--- src/hw/ppu_pkg.sv ---
package ppu_pkg;

  // ==================================================
  // Data widths
  // ==================================================
  typedef logic [15:0] addr_t;
  typedef logic [7:0]  byte_t;
  typedef logic [12:0] vram_addr_t;
  typedef logic [1:0]  color_id_t;
  typedef logic [1:0]  shade_t;
  typedef logic [8:0]  dot_t;
  typedef logic [3:0]  fifo_ptr_t;
  typedef logic [4:0]  fifo_count_t;

  typedef enum logic [1:0] {
    mode_hblank = 2'd0,
    mode_vblank = 2'd1,
    mode_oam    = 2'd2,
    mode_draw   = 2'd3
  } ppu_mode_t;

  // ==================================================
  // Line and frame timing
  // ==================================================
  localparam int cycles_per_line = 456;
  localparam int lines_per_frame = 154;
  localparam int visible_lines   = 144;
  localparam int oam_len         = 80;
  localparam int draw_len        = 172;
  localparam int screen_width    = 160;
  localparam int fifo_depth      = 16;

  // CPU address map
  localparam addr_t addr_lcdc = 16'hFF40;
  localparam addr_t addr_scy  = 16'hFF42;
  localparam addr_t addr_scx  = 16'hFF43;
  localparam addr_t addr_ly   = 16'hFF44;
  localparam addr_t addr_bgp  = 16'hFF47;
  localparam addr_t vram_base = 16'h8000;
  localparam int    vram_size = 8192;

endpackage

--- src/hw/pixel_out.sv ---
module pixel_out import ppu_pkg::*; (
  input  logic      clk,
  input  logic      reset,
  input  logic      line_start,
  input  byte_t     scx,
  input  byte_t     bgp,
  input  byte_t     lcdc,
  input  logic      empty,
  input  color_id_t pop_id,
  output logic      pop,
  output logic      pixel_valid,
  output shade_t    pixel_shade
);

  logic       active;
  logic [2:0] drop_left;
  byte_t      x_cnt;
  color_id_t  id_eff;

  assign pop         = active && !empty;
  assign pixel_valid = pop && (drop_left == 3'd0);

  // Background disabled shows colour 0 everywhere
  assign id_eff      = lcdc[0] ? pop_id : '0;
  assign pixel_shade = bgp[{id_eff, 1'b0} +: 2];

  always_ff @(posedge clk or posedge reset) begin
    if (reset) begin
      active    <= 1'b0;
      drop_left <= '0;
      x_cnt     <= '0;
    end else if (line_start) begin
      active    <= 1'b1;
      drop_left <= scx[2:0];
      x_cnt     <= '0;
    end else if (pop) begin
      if (drop_left != 3'd0) begin
        // Fine scroll pixels go nowhere
        drop_left <= drop_left - 3'd1;
      end else begin
        x_cnt <= x_cnt + 8'd1;
        if (x_cnt == byte_t'(screen_width - 1)) begin
          active <= 1'b0;
        end
      end
    end
  end

endmodule

--- config.mk ---
export PLATFORM = sky130hd
export DESIGN_NAME = pixel_out
export DESIGN_NICKNAME = d
export VERILOG_FILES = /design/src/hw/ppu_pkg.sv /design/src/hw/pixel_out.sv
export SDC_FILE = /design/constraint.sdc
export NUM_CORES = 1
export LEC_CHECK = 0
export BUFFER_PORTS_ARGS = -buffer_cell sky130_fd_sc_hd__clkbuf_2
export CELL_PAD_IN_SITES_DETAIL_PLACEMENT = 0
export CELL_PAD_IN_SITES_GLOBAL_PLACEMENT = 1
export CORE_UTILIZATION = 35
export DETAILED_ROUTE_END_ITERATION = 10
export PLACE_DENSITY = 0.82
export SLEW_MARGIN = 20
export SYNTH_ARGS = -nofsm -noshare
export SYNTH_HDL_FRONTEND = slang
export SYNTH_SLANG_ARGS = --single-unit
--- constraint.sdc ---
create_clock -name clk -period 3.7 [get_ports clk]
set_clock_uncertainty 0.2 [all_clocks]
set_input_delay 0.185 -clock clk [delete_from_list [all_inputs] [get_ports clk]]
set_output_delay 0.185 -clock clk [all_outputs]
set_load 0.05 [all_outputs]
==> flow_summary.yaml <==
power:
  finalPower_uw: 313.1
  ir_drop_mv: 0.2061
  power_per_cell_area_nw_per_um2: 332.4
  p_leak_nw: 0.4400
setup_path:
  endpoint_kind: "primary output"
  critPathMostFrequentCell: "inv_1"
  cpMaxStageDelayCell: "dfrtp_1"
  rr_worst_depth: 5
  arrival_ps: 1740
  slowest_delay_ps: 360
  r2r-start: "drop_left[0]"
  r2r_end: "x_cnt[6]"
  cp_cell_sequence: "inv_1 -> ha_1 -> nand4bb_4 -> inv_1 -> clkbuf_2"
  crit_type: "flop to primary output"
  crit_fanout: 13
  cp_data_required_time_ps: 3310
  startpoint_type: "flop"
  rrSetupSlack_ps: 1740
sta:
  hold_slack_ps: 17.30
  drv_slew: 0
  finalSetupTns_ps: 0
  finalCritPeriodShare_pct: 57.54
  tightest_slew_ps: 453.5
  hold_viol: 0
  rsz0062_at_grt: "no"
  max_freq_ghz: 0.4697
  slew_headroom_pct: 69.73
  setup-violations-final: 0
  fin_crit_ps: 2129
  finalWorstSetupSlack_ps: 1571
grt:
  antenna_found_initial: 0
  grt_max_degree: 16
  grt_pass1_wl_mm: 2.773
  grt_usage_pct: 15.05
  grt_pass1_vias: 674
  overflow: 0
place:
  dpl-instance-area_um2: 875.8
  placed_cells: 124
  buffer_ports.inserted: 21
  dp_slack_ps: 1751
  gp_congestion: 0.7253
  dp_hpwl_mm: 1.157
yosys:
  syn_nets: 111
  yosysTopAreaCell: "dfrtp_1"
  synth_seq_area_share_pct: 39.93
  ys_ff_latch: 12
  netlist_area_um2: 752.0
  synth_area_leaders: "dfrtp_1 (40%), a21oi_1 (6.0%), o31ai_1 (6.0%)"
  syn-mean-instance-area_um2: 9.641
  yosys.cell_types.count: 27
  yosys_warnings: 0
  synth_cells: 78
  synth_top_area_share_pct: 39.93
min_path:
  hold_end: "drop_left[0]"
  hold_start: "scx[0]"
  hold_depth: 3
  hp-class: "input port to flop"
floorplanning:
  die_w_um: 48.35
  initial_core_util_pct: 37.94
  core_um2: 1982
  ios: 34
  die_area_um2: 2338
  row_count: 16
  die_y_um: 48.35
finish:
  regArea_um2: 300.3
  nets: 138
  fillers: 194
  final_cells: 131
  syn2layout_area_growth_pct: 25.29
  layout_common_cells: "clkbuf_2 (21), dfrtp_1 (12), a21oi_1 (9), nand2_1 (7)"
  diodes: 0
  fin_util_pct: 47.54
  drive_gt1_share_pct: 26.92
  final_common_cell: "clkbuf_2"
  fin_area_um2: 942.2
  multi_input_area_um2: 414.1
routing:
  drt-initial-drc-count: 12
  drt-wirelength-per-cell_um: 11.73
  vias: 680
  firstDrtPassIters: 4
  final_antenna_net_count: 0
  vias_per_cell: 5.191
  drc_errors: 0
  routed_wl_mm: 1.536
clock_tree:
  clockRootBuffer: "clkbuf_4"
  clock_path_buffers: 2
  cts_htree_levels: 1
  cts_made_buffers: 3
  clock-sinks: 12
  clkSlewWorstSetupHoldPaths_ps: 80
  clock_latency_ps: 270
  hold_buffers: 3
  cts_setup_buffers: 0
  cts_resized: 0
  cts_tree: "yes"
run:
  cap_violations: 0
run_status:
  outcome: "finished, final reports clean"
[worst max-delay path, delay by kind of cell (launching register included)]
family | cells | cell delay [ps]
fa+ha+maj | 1 | 260
buf+inv | 3 | 630
simple gates | 1 | 220
flops | 1 | 360
[registers in the layout, summed over array words and instances (netlist names)]
signal,flops
drop_left,3
active,1
x_cnt,8
[routing by layer]
metal	wire length (um)	part of all wire (%)	GRT usage [%]	vias up
met2	762	50	26.06	16
met5	0	0	0	-
met4	19	1.2	8.333	0
li1	-	-	-	347
met1	697	45	18.02	315
met3	56	3.6	1.887	2
[where the power goes]
group	switching [mW]	internal, mW
clock	0.0465	0.0598
sequential	0.00365	0.136
combinational	0.0388	0.0285
[Yosys cell counts]
master	count
dfrtp_1	12
a21oi_1	9
nand2_1	7
inv_1	6
o31ai_1	6
or4_1	5
a22o_1	4
ha_1	3
and3_1	2
mux2_2	2
nand2b_1	2
nand3_1	2
nor2_1	2
nor2b_1	2
o21ai_0	2
a21o_1	1
buf_6	1
clkbuf_1	1
mux2i_1	1
nand3b_1	1
nand4_1	1
nand4bb_1	1
nand4bb_4	1
nor3_1	1
o21bai_1	1
o31a_1	1
xnor2_1	1
[cell type report]
class / count / share of cell area (%)
Sequential cell: 12 / 31.87
Tap cell: 27 / 3.586
Timing Repair Buffer: 24 / 14.34
Inverter: 6 / 2.390
Multi-Input combinational cell: 58 / 43.96
Clock buffer: 4 / 3.851
[cells by family (layout without fill, tap and decap cells)]
group | Yosys count | in the layout | share of synthesized area (%)
xor gates and xnor gates | 1 | 1 | 1.165
adders and majority gates | 3 | 3 | 4.992
AOI/OAI and AO/OA | 24 | 24 | 21.13
and+or+nand+nor | 27 | 27 | 23.46
buffers and inverters | 8 | 34 | 4.991
DFF | 12 | 12 | 39.93
muxes | 3 | 3 | 4.326
[worst max path at each step]
| stage | from | endpoint |
|---|---|---|
| after floorplan | active | drop_left[0] |
| after global placement | drop_left[0] | x_cnt[7] |
| after detailed placement | drop_left[0] | x_cnt[6] |
| after CTS | drop_left[0] | pixel_valid |
| after global routing | drop_left[0] | pixel_valid |
| final | drop_left[0] | pixel_valid |
Power figures use the tool's default switching activity.
