===== config.mk =====
export PLATFORM = sky130hd
export DESIGN_NAME = pixel_fifo
export DESIGN_NICKNAME = d
export VERILOG_FILES = /design/src/hw/ppu_pkg.sv /design/src/hw/pixel_fifo.sv
export SDC_FILE = /design/constraint.sdc
export NUM_CORES = 1
export LEC_CHECK = 0
export BUFFER_PORTS_ARGS = -buffer_cell sky130_fd_sc_hd__buf_2
export CAP_MARGIN = 30
export CORE_AREA = 2 2 67 69
export DETAILED_ROUTE_END_ITERATION = 16
export DIE_AREA = 0 0 69 71
export PLACE_DENSITY = 0.79
export SLEW_MARGIN = 40
export SYNTH_ARGS = -nofsm -noshare
export SYNTH_HDL_FRONTEND = slang
export SYNTH_SLANG_ARGS = --single-unit

===== constraint.sdc =====
create_clock -name clk -period 5.15 [get_ports clk]
set_clock_uncertainty 0.05 [all_clocks]
set_input_delay 1.545 -clock clk [delete_from_list [all_inputs] [get_ports clk]]
set_output_delay 1.545 -clock clk [all_outputs]
set_load 0.01 [all_outputs]

===== src/hw/ppu_pkg.sv =====
package ppu_pkg;

  // ==================================================
  // Data widths
  // ==================================================
  typedef logic [15:0] addr_t;
  typedef logic [7:0]  byte_t;
  typedef logic [12:0] vram_addr_t;
  typedef logic [1:0]  color_id_t;
  typedef logic [1:0]  shade_t;
  typedef logic [8:0]  dot_t;
  typedef logic [3:0]  fifo_ptr_t;
  typedef logic [4:0]  fifo_count_t;

  typedef enum logic [1:0] {
    mode_hblank = 2'd0,
    mode_vblank = 2'd1,
    mode_oam    = 2'd2,
    mode_draw   = 2'd3
  } ppu_mode_t;

  // ==================================================
  // Line and frame timing
  // ==================================================
  localparam int cycles_per_line = 456;
  localparam int lines_per_frame = 154;
  localparam int visible_lines   = 144;
  localparam int oam_len         = 80;
  localparam int draw_len        = 172;
  localparam int screen_width    = 160;
  localparam int fifo_depth      = 16;

  // CPU address map
  localparam addr_t addr_lcdc = 16'hFF40;
  localparam addr_t addr_scy  = 16'hFF42;
  localparam addr_t addr_scx  = 16'hFF43;
  localparam addr_t addr_ly   = 16'hFF44;
  localparam addr_t addr_bgp  = 16'hFF47;
  localparam addr_t vram_base = 16'h8000;
  localparam int    vram_size = 8192;

endpackage


===== src/hw/pixel_fifo.sv =====
module pixel_fifo import ppu_pkg::*; (
  input  logic      clk,
  input  logic      reset,
  input  logic      flush,
  input  logic      push,
  input  color_id_t push_id,
  input  logic      pop,
  output color_id_t pop_id,
  output logic      full,
  output logic      empty
);

  color_id_t   mem [fifo_depth];
  fifo_ptr_t   wr_ptr;
  fifo_ptr_t   rd_ptr;
  fifo_count_t count;
  logic        do_push;
  logic        do_pop;

  assign full    = (count == fifo_count_t'(fifo_depth));
  assign empty   = (count == '0);
  assign do_push = push && !full;
  assign do_pop  = pop && !empty;
  assign pop_id  = mem[rd_ptr];

  always_ff @(posedge clk) begin
    if (do_push) begin
      mem[wr_ptr] <= push_id;
    end
  end

  // Pointers wrap on their own at 16
  always_ff @(posedge clk or posedge reset) begin
    if (reset) begin
      wr_ptr <= '0;
      rd_ptr <= '0;
      count  <= '0;
    end else if (flush) begin
      wr_ptr <= '0;
      rd_ptr <= '0;
      count  <= '0;
    end else begin
      if (do_push) begin
        wr_ptr <= wr_ptr + 4'd1;
      end
      if (do_pop) begin
        rd_ptr <= rd_ptr + 4'd1;
      end
      if (do_push && !do_pop) begin
        count <= count + 5'd1;
      end else if (do_pop && !do_push) begin
        count <= count - 5'd1;
      end
    end
  end

endmodule


==> results.md <==
* Minimum clock period at 3870 ps
* Netlist cell types at 40
* HP Class: register to register
* Critical Path Most Common Cell: mux4_2
* MaxCap Viol Count at 0
* Lkg Pwr at ~0.88 nW
* Met1 Use GR at 25.17%
* CTS tree: built
* Synthesized instance count at about 160
* Met2 Usage GRT at around 29%
* Final Wtd Congestion at 0.8069
* Critical path arrival at 2270 ps
* Synth warnings at 0
* Setup Crit Path Kind: register to primary output
* Global-route wire length before repair at about 6700 um
* DRC errors left at 0
* Chip Height at 71 um
* Largest delay share family, worst path: multiplexers
* CTS Root Cell: clkbuf_8
* Worst skew pair latency at approximately 300 ps
* Critical Path Fanout Max at 11
* Nets at 191
* Synthesized area at ~2200 um2
* CTS Sinks at 45
* Number of flops mapped to enable cells by yosys at 32
* Row cnt at 24
* Max incr delay on CP at 750 ps
* Switch Pwr at just under 0.4 mW
* CP bufs+invs at 1
* Rel. slew slack at 58.53%
* Clock power frac at between 15 and 20%
* Sequential power share at 45.6%
* Achievable Freq at 258.4 MHz
* Critical Path Source Type: register
* Top Ports at 11
* Via count at 1,302
* Layout cell share with drive strength beyond 1 at between 15 and 20%
* HPWL after DPL at a little under 3000 um
* Area grow syn2layout at 7.087%
* Hold_buf cts at 0
* Overall Power at about 1.1 mW
* ANT nets after route at 0
* Post-CTS Setup Inserts at 0
* Die Footprint at 4899 um2
* Syn nets at 181
* P_int at 0.7019 mW
* Grt total ovfl at 0
* First drt pass iteration count at 4
* Maximum level of the CTS H-tree at 2
* Ys async rst share at 28.89%
* Core area at about 4200 um2
* Design area at 2401 um2
* GRT Max-Usage Layer: met2
* Hold Fails Final Rpt at 0
* Resize count post-CTS at 0
* Ant diodes at 0
* Pwr dens at between 400 and 500 nW/um2
* Reg clk slew, reported paths at 80 ps
* Final setup viols at 0
* Critical path cell sequence: mux4_2 > mux4_2 > buf_2
* Net Sw Frac at 35.62%
* Avg Cell Area, Syn at about 14 um2
* Crit. End Element: primary output
* Final Cycle Share at 75.14%
* Worst slew pin tran at 622.1 ps
* Met3 usage at 4.416%
* Top FF cell, synth: edfxtp_1
* Number of DRC markers in iteration 0 at around 120
* Fin. max-slew vios at 0
* # port buffers at 10
* Status: finished, final reports clean
* Register area share after synthesis at a little under three fifths
* Final wirelength at 4042 um
* Max Root-Sink Buffers at 2
* Combinational fraction of design power at between 30% and 40%
* Setup TNS at 0 ps
* Crit path required time at 3560 ps
* Pin count of the biggest net entering global routing at 17
* Inserted Clock Buffers at 5
* Slowest stage cell, crit path: dfrtp_1
* Via density per instance at 5.736
* DP Area at between 2000 and 2500 um2
* Total track usage at 17.92%
* Vias in the first global route at 1,341
* Initial antenna violation count at 0
* RSZ-0062 raised after global routing: false
* FF+latch count, synth at 45
* Initial Util at a little over half
* Max VDD drop at 0.2449 mV
* Die width at 69 um
* Routed len/inst at 17.81 um
[worst paths after layout]
kind | cells past startpoint | endpoint | slack [ps] | from
setup reg to reg | 8 | count[4] | 2260 | count[0]
min in group asynchronous | 2 | count[2] | 1220 | reset
max in group asynchronous | 2 | wr_ptr[1] | 3470 | reset
setup / recovery | 3 | pop_id[1] | 1280 | rd_ptr[0]
hold / removal | 2 | wr_ptr[1] | 570 | wr_ptr[1]
hold reg to reg | 2 | wr_ptr[1] | 570 | wr_ptr[1]
[registers in the layout, summed over array words and instances, names as in the netlist]
signal and count:
wr_ptr 4, mem 32, rd_ptr 4, count 5
[final cells by class]
cell class	instances	area, um2
Inverter	7	26.28
Clock buffer	7	76.32
Fill cell	325	1803
Multi-Input combinational cell	105	889.6
Tap cell	52	65.06
Timing Repair Buffer	10	50.05
Clock inverter	1	7.507
Sequential cell	45	1286
[cells by family after synthesis]
kind of cell,after synthesis,share of synthesized area [%]
buffers and inverters,14,2.957
XOR/XNOR,5,1.953
AND/OR/NAND/NOR,52,11.22
multiplexers,15,12.50
adder cells (fa/ha/maj),10,5.915
flip-flops,45,57.37
AO/OA/AOI/OAI,23,8.092
[worst min-delay path, stage by stage, from the launching register on]
cell     delay, ps
dfrtp_1        410
mux2i_1         90
nor2_1          80
[cell usage in the layout, fill, tap and decap left out, types with 2 or more instances in the layout]
cell type	n
edfxtp_1	32
nand2b_1	3
dfrtp_1	13
nand2_1	14
o21ai_0	3
mux4_2	10
xnor2_1	2
inv_1	7
o21a_1	2
mux2i_1	4
clkbuf_1	2
nor3_1	5
ha_1	9
nand3_1	4
a21oi_1	6
and3_1	2
clkbuf_8	5
buf_2	10
nor2_1	19
a21boi_1	2
xor2_1	3
[synthesized netlist by cell type (all sizes together), types with 2 or more instances]
library cell | number | area share, %
and3 | 2 | 0.56
o21a | 2 | 0.67
mux2i | 4 | 1.8
o211ai | 2 | 1.3
mux4 | 10 | 10
nand2 | 14 | 2.3
nor3 | 5 | 1.1
xnor2 | 2 | 0.78
buf | 3 | 1.1
nand3 | 5 | 1.3
nor2 | 19 | 3.2
a21oi | 6 | 1.3
ha | 9 | 5.0
clkbuf | 4 | 0.73
xor2 | 3 | 1.2
inv | 7 | 1.2
a21boi | 3 | 1.0
nand2b | 3 | 0.84
o21ai | 4 | 1.1
edfxtp | 32 | 43
dfrtp | 13 | 15
[metal layers]
metal	part of all wire, %	vias up
li1	-	630
met1	45	638
met2	50	29
met3	4.2	5
met4	0.94	0
met5	0	-
[stage by stage]
step                      worst slack [ps]  hold WS [ps]  std cells  util (%)
final                                 1280         571.3        227     57.11
after global routing                  1143         616.8        227     57.11
after CTS                             1245         572.7        227     57.11
after detailed placement              1182         555.0        219     55.12
after global placement                1330         537.5        219     55.12
after floorplan                       1483         501.7        164         -
[power by group through the flow]
stage / Combinational (mW) / Sequential, mW / Clock (mW)
2_1_floorplan: 0.335 / 0.466 / 0
3_3_place_gp: 0.357 / 0.501 / 0
3_5_place_dp: 0.380 / 0.505 / 0
4_1_cts: 0.380 / 0.497 / 0.214
5_1_grt: 0.428 / 0.505 / 0.232
6_report: 0.380 / 0.497 / 0.213
Note: power is estimated with default switching activity, not from simulation.
