### src/hw/ppu_pkg.sv
package ppu_pkg;

  // ==================================================
  // Data widths
  // ==================================================
  typedef logic [15:0] addr_t;
  typedef logic [7:0]  byte_t;
  typedef logic [12:0] vram_addr_t;
  typedef logic [1:0]  color_id_t;
  typedef logic [1:0]  shade_t;
  typedef logic [8:0]  dot_t;
  typedef logic [3:0]  fifo_ptr_t;
  typedef logic [4:0]  fifo_count_t;

  typedef enum logic [1:0] {
    mode_hblank = 2'd0,
    mode_vblank = 2'd1,
    mode_oam    = 2'd2,
    mode_draw   = 2'd3
  } ppu_mode_t;

  // ==================================================
  // Line and frame timing
  // ==================================================
  localparam int cycles_per_line = 456;
  localparam int lines_per_frame = 154;
  localparam int visible_lines   = 144;
  localparam int oam_len         = 80;
  localparam int draw_len        = 172;
  localparam int screen_width    = 160;
  localparam int fifo_depth      = 16;

  // CPU address map
  localparam addr_t addr_lcdc = 16'hFF40;
  localparam addr_t addr_scy  = 16'hFF42;
  localparam addr_t addr_scx  = 16'hFF43;
  localparam addr_t addr_ly   = 16'hFF44;
  localparam addr_t addr_bgp  = 16'hFF47;
  localparam addr_t vram_base = 16'h8000;
  localparam int    vram_size = 8192;

endpackage

### src/hw/ppu_timing.sv
module ppu_timing import ppu_pkg::*; (
  input  logic      clk,
  input  logic      reset,
  input  logic      lcd_on,
  output ppu_mode_t mode,
  output byte_t     ly,
  output logic      line_start,
  output logic      frame_done
);

  dot_t dot;
  logic line_end;
  logic visible;

  assign line_end = (dot == dot_t'(cycles_per_line - 1));
  assign visible  = (ly < byte_t'(visible_lines));

  always_ff @(posedge clk or posedge reset) begin
    if (reset) begin
      dot        <= '0;
      ly         <= '0;
      mode       <= mode_oam;
      line_start <= 1'b0;
      frame_done <= 1'b0;
    end else if (!lcd_on) begin
      // Display off holds everything parked
      dot        <= '0;
      ly         <= '0;
      mode       <= mode_hblank;
      line_start <= 1'b0;
      frame_done <= 1'b0;
    end else begin
      line_start <= 1'b0;
      frame_done <= 1'b0;
      if (line_end) begin
        dot <= '0;
        if (ly == byte_t'(lines_per_frame - 1)) begin
          ly         <= '0;
          mode       <= mode_oam;
          frame_done <= 1'b1;
        end else begin
          ly   <= ly + 8'd1;
          mode <= (ly >= byte_t'(visible_lines - 1)) ? mode_vblank : mode_oam;
        end
      end else begin
        dot <= dot + 9'd1;
        // Draw occupies dots 80 to 251 of a visible line
        if (visible && dot == dot_t'(oam_len - 1)) begin
          mode       <= mode_draw;
          line_start <= 1'b1;
        end else if (visible && dot == dot_t'(oam_len + draw_len - 1)) begin
          mode <= mode_hblank;
        end
      end
    end
  end

endmodule

### config.mk
export PLATFORM = sky130hd
export DESIGN_NAME = ppu_timing
export DESIGN_NICKNAME = d
export VERILOG_FILES = /design/src/hw/ppu_pkg.sv /design/src/hw/ppu_timing.sv
export SDC_FILE = /design/constraint.sdc
export NUM_CORES = 1
export LEC_CHECK = 0
export ABC_AREA = 1
export BUFFER_PORTS_ARGS = -buffer_cell sky130_fd_sc_hd__buf_2
export CORE_UTILIZATION = 25
export CTS_BUF_LIST = sky130_fd_sc_hd__clkbuf_4 sky130_fd_sc_hd__clkbuf_8
export CTS_CLUSTER_SIZE = 28
export DETAILED_ROUTE_END_ITERATION = 12
export PLACE_DENSITY_LB_ADDON = 0.2
export SLEW_MARGIN = 20
export SYNTH_ARGS = -nofsm -noshare
export SYNTH_HDL_FRONTEND = slang
export SYNTH_SLANG_ARGS = --single-unit
### constraint.sdc
create_clock -name clk -period 3.1 [get_ports clk]
set_input_delay 0 -clock clk [delete_from_list [all_inputs] [get_ports clk]]
set_output_delay 0 -clock clk [all_outputs]
set_load 0.05 [all_outputs]
==> impl_summary.log <==
[metrics] outcome: finished clean
[metrics] initial detailed-routing violation count: 49
[metrics] clock transition at the registers of the reported paths: 90 ps
[metrics] fraction of final layout cells sized beyond drive strength 1: 21.97%
[metrics] antenna-violating nets left: 0
[metrics] share of power burned in the clock network: 38.8%
[metrics] x dimension of the die: 73.24 µm
[metrics] summed instance area of the synthesized netlist: 0.001269 mm²
[metrics] #FFs+latches synth: 21
[metrics] startpoint type of the worst setup path: flip-flop
[metrics] antenna violations before repair: 0
[metrics] worst reg2reg path depth: 6
[metrics] half-perimeter wire length of the detailed placement result: 2149 µm
[metrics] Via-to-Cell Ratio: 4.400
[metrics] Slew headroom: 43.06%
[metrics] H-tree depth: 1
[metrics] Area growth syn-to-layout: 15.48%
[metrics] Cell Count Post-Placement: 235
[metrics] footprint of the multi-input gates: 638.1 µm²
[metrics] kind of cell adding the most delay to the critical path: simple AND/OR/NAND/NOR gates
[metrics] NumNets Final: 180
[metrics] buffers inserted during post-CTS setup optimization: 0
[metrics] post-layout minimum cycle time: 1425 ps
[metrics] total global-route track usage: 12.60%
[metrics] number of global-route vias before repair: 1069
[metrics] I/O pin total: 15
[metrics] commonest non-fill, non-tap cell in the layout: nand2_1
[metrics] gr ovfl total: 0
[metrics] Finished Cell Area: 0.001465 mm²
[metrics] Synthesized Nets: 161
[metrics] Synth Area per Inst: 8.185 µm²
[metrics] startpoint of the worst hold path: lcd_on
[metrics] effective utilization at floorplan: 26.34%
[metrics] unique cell type count in the Yosys netlist: 28
[metrics] maximum clock frequency: 0.7017 GHz
[metrics] ordered list of cells on the worst path: ha_1 > nand2_1 > nor3_1 > nand2_2 > nand2_4 > o22ai_2
[metrics] core footprint: 0.004817 mm²
[metrics] Worst Max-Slew Pin Slew: 853.2 ps
[metrics] unrepaired setup endpoints after global routing: false
[metrics] input/output buffers: 14
[metrics] pin count of the biggest net entering global routing: 22
[metrics] routability congestion estimate from global placement: 0.8047
[metrics] path length in cells of the critical path: 6
[metrics] CTS Buffer Depth: 2
[metrics] FF+latch area: 526.8 µm²
[metrics] clock tree from TritonCTS: done
[metrics] leading cell types in the layout, fill and taps excluded: nand2_1, inv_1, dfrtp_1, nor2_1, buf_2
[metrics] type of the worst setup path: reg2reg
[metrics] switching share of power: 24.76%
[metrics] share of synthesized area occupied by flip-flops and latches: 41.52%
[metrics] global-route wire length before repair: 5126 µm
[metrics] final period utilization: 45.97%
[metrics] Critical Path Fanout Max: 10
[metrics] instance area after placement: 0.001409 mm²
[metrics] Final Max Slew Viols: 0
[metrics] final-layout setup total negative slack: 0 ps
[metrics] critical path buffer and inverter count: 0
[metrics] via total after detailed routing: 1056
[metrics] Row Count: 25
[metrics] Comb power frac: 4.7%
[metrics] filler-free cell count of the finished design: 240
[metrics] max incr delay on CP: 380 ps
[metrics] Pleak: 0.7427 nW
[metrics] Routed Wire Length: 2860 µm
[metrics] worst setup path startpoint: dot[0]$_DFF_PP0_
[metrics] Critical-path top delay cell: dfrtp_1
[metrics] Max IR drop VDD: 0.0001881 V
[metrics] critical path arrival: 1570 ps
[metrics] number of warnings printed during yosys synthesis: 0
[metrics] wire per inst: 11.92 µm
[metrics] number of filler cells placed in the layout: 555
[metrics] net switching power: 0.0001226 W
[metrics] cell count after synthesis: 155
[metrics] clock buffer count from CTS: 3
[metrics] number of remaining DRC errors: 0
[metrics] post-route clock skew: 12.15 ps
[metrics] clock root buffer: clkbuf_8
[metrics] Hold Path Stages: 3
[metrics] Core Util, Final: 30.42%
[metrics] critical path capture point type: flip-flop
[metrics] first-pass iteration count of the detailed router: 4
[metrics] Die Area: 0.005364 mm²
[metrics] total count of hold-check failures in the final report: 0
[metrics] power per cell area: 338.0 mW/mm²
[metrics] MaxCap Viol Count: 0
[metrics] number of clock sinks: 21
[metrics] r2r startpoint: dot[0]$_DFF_PP0_
[metrics] clk_lat worst skew: 270 ps
[metrics] antenna diode instance count: 0
[metrics] total of endpoints with negative setup slack in the final report: 0
[metrics] fraction of power consumed by sequential logic: 56.5%
[metrics] Critical Path RT: 3250 ps
[metrics] vertical die dimension: 73.24 µm
[metrics] class of the worst hold path: in2reg
[metrics] internal power of the cells: 0.0003727 W
[worst reg2reg max path: stages, from the launching register on]
cell	delay, ps
dfrtp_1	380
ha_1	280
nand2_1	100
nor3_1	180
nand2_2	120
nand2_4	160
o22ai_2	90
[Yosys cell counts (all sizes together)]
library cell | instances | area (µm²)
a211oi | 1 | 12.51
a21oi | 3 | 15.01
a31oi | 1 | 6.260
clkbuf | 1 | 13.76
dfrtp | 20 | 500.5
dfstp | 1 | 26.28
ha | 3 | 37.54
inv | 24 | 90.08
nand2 | 36 | 152.6
nand3 | 15 | 100.1
nand4 | 8 | 56.30
nor2 | 22 | 116.4
nor3 | 4 | 25.02
o211ai | 1 | 7.510
o21ai | 10 | 57.56
o22ai | 2 | 25.02
xor2 | 3 | 26.28
[per-stage QoR]
step / power (W) / hold WS [ps] / setup slack [ps]
floorplan: 0.0003026 / -24.21 / 1544
global placement: 0.0003088 / 232.8 / 1665
detailed placement: 0.0003093 / 239.6 / 1640
CTS: 0.0005073 / 43.96 / 1640
global route: 0.0005208 / 80.01 / 1503
finish: 0.0004953 / 44.67 / 1675
[layout make-up]
| class | count | area share (%) |
|---|---|---|
| inverters | 24 | 6.149 |
| multi-input cells | 109 | 43.55 |
| repair buffers | 15 | 5.465 |
| well taps | 67 | 5.722 |
| clock inverters | 1 | 0.3416 |
| flip-flops and latches | 21 | 35.95 |
| clock buffers | 3 | 2.818 |
[state kept, by name, summed over array words and instances, names as in the netlist]
| signal | cells |
|---|---|
| dot | 9 |
| mode | 2 |
| ly | 8 |
| line_start | 1 |
| frame_done | 1 |
[kinds of logic (layout without fill, tap and decap cells)]
family	count (synthesis)	after routing	share of synthesized area [%]
adder cells (fa/ha/maj)	3	3	2.959
XOR/XNOR	3	3	2.071
AND/OR/NAND/NOR	85	85	35.50
flip-flops	21	21	41.52
AO/OA/AOI/OAI	18	18	9.763
buffers and inverters	25	43	8.185
[worst paths after layout]
check                                       to  slack, ps
setup / recovery             ly[3]$_DFFE_PP0P_       1670
hold / removal             mode[1]$_DFFE_PP1P_         40
setup reg to reg             ly[3]$_DFFE_PP0P_       1670
hold reg to reg               dot[0]$_DFF_PP0_        470
max in group asynchronous    ly[7]$_DFFE_PP0P_       2120
min in group asynchronous    ly[6]$_DFFE_PP0P_        440
[repair_timing]
item,in CTS,in global routing
endpoints found under the hold margin,20,0
resized for setup,0,0
hold buffers,1,0
[power by group through the flow]
stage	clock (W)	combinational, W	sequential, W
2_1_floorplan	0	0.0000182	0.000284
3_3_place_gp	0	0.0000238	0.000285
3_5_place_dp	0	0.0000239	0.000285
4_1_cts	0.000202	0.0000251	0.000280
5_1_grt	0.000212	0.0000279	0.000281
6_report	0.000192	0.0000235	0.000280
[layer usage]
layer	wire [µm]	vias up	GRT usage [%]
met3	105	4	3.039
met1	1363	491	16.18
met5	0	-	0
met2	1375	16	21.71
met4	14	0	1.961
li1	-	545	-
No activity file was read; power rests on OpenSTA's default activity.
