[src/hw/ppu_pkg.sv]
package ppu_pkg;

  // ==================================================
  // Data widths
  // ==================================================
  typedef logic [15:0] addr_t;
  typedef logic [7:0]  byte_t;
  typedef logic [12:0] vram_addr_t;
  typedef logic [1:0]  color_id_t;
  typedef logic [1:0]  shade_t;
  typedef logic [8:0]  dot_t;
  typedef logic [3:0]  fifo_ptr_t;
  typedef logic [4:0]  fifo_count_t;

  typedef enum logic [1:0] {
    mode_hblank = 2'd0,
    mode_vblank = 2'd1,
    mode_oam    = 2'd2,
    mode_draw   = 2'd3
  } ppu_mode_t;

  // ==================================================
  // Line and frame timing
  // ==================================================
  localparam int cycles_per_line = 456;
  localparam int lines_per_frame = 154;
  localparam int visible_lines   = 144;
  localparam int oam_len         = 80;
  localparam int draw_len        = 172;
  localparam int screen_width    = 160;
  localparam int fifo_depth      = 16;

  // CPU address map
  localparam addr_t addr_lcdc = 16'hFF40;
  localparam addr_t addr_scy  = 16'hFF42;
  localparam addr_t addr_scx  = 16'hFF43;
  localparam addr_t addr_ly   = 16'hFF44;
  localparam addr_t addr_bgp  = 16'hFF47;
  localparam addr_t vram_base = 16'h8000;
  localparam int    vram_size = 8192;

endpackage

[src/hw/vram_bus_if.sv]
interface vram_bus_if import ppu_pkg::*; ();

  logic       req;
  logic       we;
  vram_addr_t addr;
  byte_t      wdata;
  logic       gnt;
  // Valid the cycle after gnt
  byte_t      rdata;

  modport requester (
    output req, we, addr, wdata,
    input  gnt, rdata
  );

  modport memory (
    input  req, we, addr, wdata,
    output gnt, rdata
  );

endinterface

[src/hw/ppu_regs.sv]
module ppu_regs import ppu_pkg::*; (
  input  logic          clk,
  input  logic          reset,
  input  logic          psel,
  input  logic          penable,
  input  logic          pwrite,
  input  addr_t         paddr,
  input  byte_t         pwdata,
  input  byte_t         ly,
  output byte_t         prdata,
  output logic          pready,
  output logic          pslverr,
  output byte_t         lcdc,
  output byte_t         scy,
  output byte_t         scx,
  output byte_t         bgp,
  vram_bus_if.requester cpu_port
);

  typedef enum logic [1:0] {
    st_idle,
    st_wait_gnt,
    st_read_data
  } apb_state_t;

  apb_state_t state;
  logic       access;
  logic       is_vram;
  logic       is_reg;
  byte_t      reg_rdata;

  assign access  = psel && penable;
  assign is_vram = (paddr >= vram_base) && (paddr < addr_t'(vram_base + vram_size));
  assign is_reg  = paddr inside {addr_lcdc, addr_scy, addr_scx, addr_ly, addr_bgp};
  assign pslverr = access && !is_vram && !is_reg;

  // ==================================================
  // VRAM cycles
  // ==================================================
  assign cpu_port.req   = access && is_vram && (state != st_read_data);
  assign cpu_port.we    = pwrite;
  assign cpu_port.addr  = vram_addr_t'(paddr - vram_base);
  assign cpu_port.wdata = pwdata;

  always_ff @(posedge clk or posedge reset) begin
    if (reset) begin
      state <= st_idle;
    end else begin
      case (state)
        st_idle, st_wait_gnt: begin
          if (cpu_port.req) begin
            if (cpu_port.gnt) begin
              state <= pwrite ? st_idle : st_read_data;
            end else begin
              state <= st_wait_gnt;
            end
          end
        end
        st_read_data: state <= st_idle;
        default:      state <= st_idle;
      endcase
    end
  end

  // Registers and errors finish at once, VRAM waits on the arbiter
  always_comb begin
    if (state == st_read_data) begin
      pready = 1'b1;
    end else begin
      pready = access && (!is_vram || (pwrite && cpu_port.gnt));
    end
  end

  // ==================================================
  // Register file
  // ==================================================
  always_ff @(posedge clk or posedge reset) begin
    if (reset) begin
      lcdc <= 8'h91;
      scy  <= '0;
      scx  <= '0;
      bgp  <= '0;
    end else if (access && pwrite && is_reg) begin
      case (paddr)
        addr_lcdc: lcdc <= pwdata;
        addr_scy:  scy  <= pwdata;
        addr_scx:  scx  <= pwdata;
        addr_bgp:  bgp  <= pwdata;
        // LY is read only
        default: ;
      endcase
    end
  end

  always_comb begin
    case (paddr)
      addr_lcdc: reg_rdata = lcdc;
      addr_scy:  reg_rdata = scy;
      addr_scx:  reg_rdata = scx;
      addr_ly:   reg_rdata = ly;
      addr_bgp:  reg_rdata = bgp;
      default:   reg_rdata = '0;
    endcase
  end

  assign prdata = (state == st_read_data) ? cpu_port.rdata : reg_rdata;

endmodule

[src/flat_wrapper.sv]
// flat-port wrapper written by rule: the top's interface ports become plain ports
module ppu_regs_flat import ppu_pkg::*;
  (clk, reset, psel, penable, pwrite, paddr, pwdata, ly, prdata, pready, pslverr, lcdc, scy, scx, bgp, cpu_port_req, cpu_port_we, cpu_port_addr, cpu_port_wdata, cpu_port_gnt, cpu_port_rdata);
  vram_bus_if cpu_port_i ();
  input  logic clk;
  input  logic reset;
  input  logic psel;
  input  logic penable;
  input  logic pwrite;
  input  addr_t paddr;
  input  byte_t pwdata;
  input  byte_t ly;
  output byte_t prdata;
  output logic pready;
  output logic pslverr;
  output byte_t lcdc;
  output byte_t scy;
  output byte_t scx;
  output byte_t bgp;
  output wire logic [$bits(cpu_port_i.req)-1:0] cpu_port_req;
  output wire logic [$bits(cpu_port_i.we)-1:0] cpu_port_we;
  output wire logic [$bits(cpu_port_i.addr)-1:0] cpu_port_addr;
  output wire logic [$bits(cpu_port_i.wdata)-1:0] cpu_port_wdata;
  input wire logic [$bits(cpu_port_i.gnt)-1:0] cpu_port_gnt;
  input wire logic [$bits(cpu_port_i.rdata)-1:0] cpu_port_rdata;
  assign cpu_port_req = cpu_port_i.req;
  assign cpu_port_we = cpu_port_i.we;
  assign cpu_port_addr = cpu_port_i.addr;
  assign cpu_port_wdata = cpu_port_i.wdata;
  assign cpu_port_i.gnt = cpu_port_gnt;
  assign cpu_port_i.rdata = cpu_port_rdata;
  ppu_regs u_core (.clk(clk), .reset(reset), .psel(psel), .penable(penable), .pwrite(pwrite), .paddr(paddr), .pwdata(pwdata), .ly(ly), .prdata(prdata), .pready(pready), .pslverr(pslverr), .lcdc(lcdc), .scy(scy), .scx(scx), .bgp(bgp), .cpu_port(cpu_port_i));
endmodule
[config.mk]
export PLATFORM = sky130hd
export DESIGN_NAME = ppu_regs_flat
export DESIGN_NICKNAME = d
export VERILOG_FILES = /design/src/hw/ppu_pkg.sv /design/src/hw/vram_bus_if.sv /design/src/hw/ppu_regs.sv /design/src/flat_wrapper.sv
export SDC_FILE = /design/constraint.sdc
export NUM_CORES = 1
export LEC_CHECK = 0
export ABC_AREA = 0
export BUFFER_PORTS_ARGS = -buffer_cell sky130_fd_sc_hd__buf_2
export CAP_MARGIN = 10
export CORE_ASPECT_RATIO = 1.25
export CORE_UTILIZATION = 45
export DETAILED_ROUTE_END_ITERATION = 8
export HOLD_SLACK_MARGIN = 0.05
export PLACE_DENSITY = 0.79
export SLEW_MARGIN = 20
export SYNTH_ARGS = -nofsm -noshare
export SYNTH_HDL_FRONTEND = slang
export SYNTH_SLANG_ARGS = --single-unit
export TNS_END_PERCENT = 1
[constraint.sdc]
create_clock -name clk -period 3.9 [get_ports clk]
set_clock_uncertainty 0.2 [all_clocks]
set_input_delay 0.78 -clock clk [delete_from_list [all_inputs] [get_ports clk]]
set_output_delay 0.78 -clock clk [all_outputs]
set_load 0.05 [all_outputs]
==> key figures <==
Route
  – Post-route ant nets: 0
  – Drt drc: 0
  – First-pass iteration count of the detailed router: 4
  – Total routed wirelength: between 5000 and 6000 um
  – Post-detailed-route wirelength per cell: 16.4 um
  – Count of vias placed by the detailed router: 1,850
  – Iter 0 DRT Violations: 54
  – Via/cell ratio: 5.51

Global routing
  – Number of antenna violations at the first check in global routing: 0
  – GRT overflow: 0
  – Overall track demand over capacity in global routing: between 20% and 30%
  – Maximum number of pins on one net before global-route repair: 35
  – Global-route wire length before repair: 9010 um
  – Vias in the first global route: 1,855

Synthesis
  – Async set-or-reset flop fraction in the synthesized netlist: 100%
  – Yosys warnings: 0
  – Proportion of synthesized chip area in sequential cells: 41.4%
  – Post-synthesis adder-cell area fraction: 0%
  – Syn Nets: 232
  – Largest family of logic cells by synthesized area: multiplexers
  – Top flip-flop cell by instance count after synthesis: sky130_fd_sc_hd__dfrtp_1
  – Count of distinct cell types in the synthesized netlist: 35
  – Number of synthesized flops with an enable pin: 0
  – Average size of a mapped cell: 11.1 um2
  – Number of cells produced by synthesis: roughly 190
  – Summed instance area of the synthesized netlist: 0.00207 mm2
  – Fraction of the mapped netlist area in simple logic gates: 13.1%
  – Mux contribution to synthesized area: 18.5%
  – Fraction of the mapped netlist area in compound gates: 15.0%
  – Post-Synth XOR/XNOR Area: 0%
  – Post-synthesis register bit count: 34

Clock network
  – Maximum level of the CTS H-tree: 2
  – Total CTS buffers: 5
  – Maximum number of buffers from clock root to sink: 2
  – Later-pin clock latency in the skew report: roughly 0.28 ns
  – Clk sink count: 34
  – TritonCTS clock tree: yes
  – Reg clk slew, reported paths: 0.06 ns
  – Root buf cell: sky130_fd_sc_hd__clkbuf_8
  – Buffers inserted during post-CTS setup optimization: 0

Run
  – Total of max-cap violations: 0

Floorplan
  – Number of I/O pins: 111
  – Starting density of the core: 47.0%
  – Area enclosed by the die boundary: 0.00487 mm2
  – Die Span Y: slightly below 80 um
  – Core area: about 0.0044 mm2
  – Number of placement rows: 27
  – Die Width: 62.6 um

STA
  – Maximum clock frequency: roughly 270 MHz
  – Hold slack final: 0.264 ns
  – Max Transition Viols Final: 0
  – Worst slew slack as a fraction of its limit: 59.3%
  – Total negative slack: 0 ns
  – Slew of the pin with the lowest slew margin: between 0.6 and 0.7 ns
  – Final worst-path cycle share: 95.7%
  – Final number of hold-violating endpoints: 0
  – Setup repair after global routing missed its margin: no
  – Finish-stage setup viols: 0
  – Least setup slack across all paths after layout: approximately 0.17 ns
  – Min cycle time layout: 3.73 ns

Power and ir drop
  – IR Drop Worst-Case VDD: 224 uV
  – Power Total: 0.731 mW
  – Clock Power Share: 33.1%
  – Int Pwr: approximately 0.52 mW
  – Net switching power: 0.210 mW
  – Combinational share of power: 18.2%
  – Power density over cell area: 281 mW/mm2
  – Sequential power share: 48.8%
  – Fraction of power spent switching nets: about 29%
  – Cell leakage power: 1.37 nW

Setup path
  – Category of the critical setup timing path: in -> out
  – CP Launch Type: input pin
  – Worst reg2reg path depth: 1
  – Critical path required time: 2.92 ns
  – Data arrival, critical path: ~2.8 ns
  – Top fanout value on the critical path: 7
  – Startpoint of the lowest-slack register-to-register path: u_core.bgp[5]$_DFFE_PP0P_
  – Endpoint class of the critical path: output port
  – Reg-to-reg critical path endpoint: u_core.bgp[5]$_DFFE_PP0P_
  – Worst-case register-to-register setup slack: 2.91 ns

Final layout
  – Ratio of cells with drive above 1 in the final layout: 60.4%
  – Final standard cell utilization of the core: 59.2%
  – Fin cells: 336
  – Post-route design area: 0.00260 mm2
  – Commonest non-fill, non-tap cell in the layout: sky130_fd_sc_hd__buf_2
  – Area added between synthesis and finish: 25.8%
  – Most frequent cells in the layout: sky130_fd_sc_hd__buf_2, sky130_fd_sc_hd__mux2_2, sky130_fd_sc_hd__dfrtp_1, sky130_fd_sc_hd__a22oi_1
  – Number of nets in the layout: 323
  – Inserted Diodes: 0
  – Fill count: 377

Worst hold path
  – Type of the worst min-delay path: reg -> reg
  – Hold Crit Start: u_core.state[1]$_DFFE_PP0P_
  – Number of cells on the worst hold path: 1
  – Min-Delay Endpoint: u_core.state[0]$_DFFE_PP0P_

Placement
  – Count of buffers from port buffering: 110
  – Number of placed instances, taps included: around 330
  – Final weighted congestion of routability-driven global placement: 0.820
  – Instance area after placement: 0.00251 mm2
  – Post-place setup slack: 0.0488 ns
  – HPWL reported at the end of detailed placement: 4140 um

Outcome
  – Outcome: complete, no violations
## worst max-delay path, stage by stage
cell	delay [ns]
sky130_fd_sc_hd__buf_2	0.10
sky130_fd_sc_hd__or4b_4	0.55
sky130_fd_sc_hd__or4_1	0.68
sky130_fd_sc_hd__o21ai_0	0.22
sky130_fd_sc_hd__o22a_1	0.16
sky130_fd_sc_hd__buf_2	0.26
## kinds of logic after synthesis
| family | count (synthesis) |
|---|---|
| DFF | 34 |
| buffers and inverters | 36 |
| and+or+nand+nor | 40 |
| AOI/OAI and AO/OA | 42 |
| muxes | 34 |
## per-layer routing
layer	up-vias	track usage (%)	share of wire, %
met1	872	28.4	42
li1	868	-	-
met4	0	8.84	1.7
met2	100	42.7	50
met3	10	5.29	6.8
met5	-	0	0
## cell usage after synthesis, types with 2 or more instances
| cell type | instances | area [um2] |
|---|---|---|
| sky130_fd_sc_hd__mux2_2 | 34 | 383 |
| sky130_fd_sc_hd__a22oi_1 | 15 | 113 |
| sky130_fd_sc_hd__o21ai_0 | 8 | 40.0 |
| sky130_fd_sc_hd__nand4b_1 | 2 | 17.5 |
| sky130_fd_sc_hd__nand4_1 | 3 | 18.8 |
| sky130_fd_sc_hd__nand2_1 | 3 | 11.3 |
| sky130_fd_sc_hd__nand2b_1 | 2 | 12.5 |
| sky130_fd_sc_hd__o32ai_1 | 7 | 61.3 |
| sky130_fd_sc_hd__buf_6 | 3 | 33.8 |
| sky130_fd_sc_hd__and2_1 | 2 | 12.5 |
| sky130_fd_sc_hd__nand3_1 | 9 | 45.0 |
| sky130_fd_sc_hd__dfrtp_1 | 31 | 776 |
| sky130_fd_sc_hd__a21oi_1 | 2 | 10.0 |
| sky130_fd_sc_hd__clkbuf_1 | 9 | 33.8 |
| sky130_fd_sc_hd__dfstp_2 | 3 | 78.8 |
| sky130_fd_sc_hd__buf_4 | 22 | 165 |
| sky130_fd_sc_hd__nor3_1 | 2 | 10.0 |
| sky130_fd_sc_hd__nor2_1 | 6 | 22.5 |
| sky130_fd_sc_hd__o22a_1 | 7 | 61.3 |
## registers in the layout, indices dropped and copies added, names as in the netlist
register / cells
u_core.state: 2
u_core.scy: 8
u_core.lcdc: 8
u_core.scx: 8
u_core.bgp: 8
## how the worst max path moves through the flow
stage | startpoint | endpoint
2_1_floorplan | paddr[5] | prdata[1]
4_1_cts | paddr[5] | prdata[7]
3_3_place_gp | paddr[5] | prdata[7]
3_5_place_dp | paddr[5] | prdata[7]
5_1_grt | paddr[5] | prdata[6]
6_report | paddr[5] | prdata[6]
## power by group through the flow
stage	Sequential, mW	Combinational, mW	Clock (mW)
2_1_floorplan	0.363	0.0985	0
3_3_place_gp	0.363	0.132	0
3_5_place_dp	0.363	0.134	0
4_1_cts	0.356	0.134	0.248
5_1_grt	0.357	0.142	0.266
6_report	0.356	0.133	0.242
## layout make-up
class / instances / area (um2) / area share, %
flip-flops and latches: 34 / 855 / 32.9
inverters: 1 / 3.75 / 0.144
multi-input cells: 116 / 967 / 37.2
repair buffers: 119 / 621 / 23.9
clock buffers: 8 / 80.1 / 3.08
well taps: 58 / 72.6 / 2.79
## repair_timing
| item | CTS | global route |
|---|---|---|
| gates resized for setup | 0 | 2 |
| hold endpoints to repair | 0 | 0 |
| setup endpoints to repair | 0 | 3 |
| hold buffers | 0 | 0 |
No activity file was read; power rests on OpenSTA's default activity.
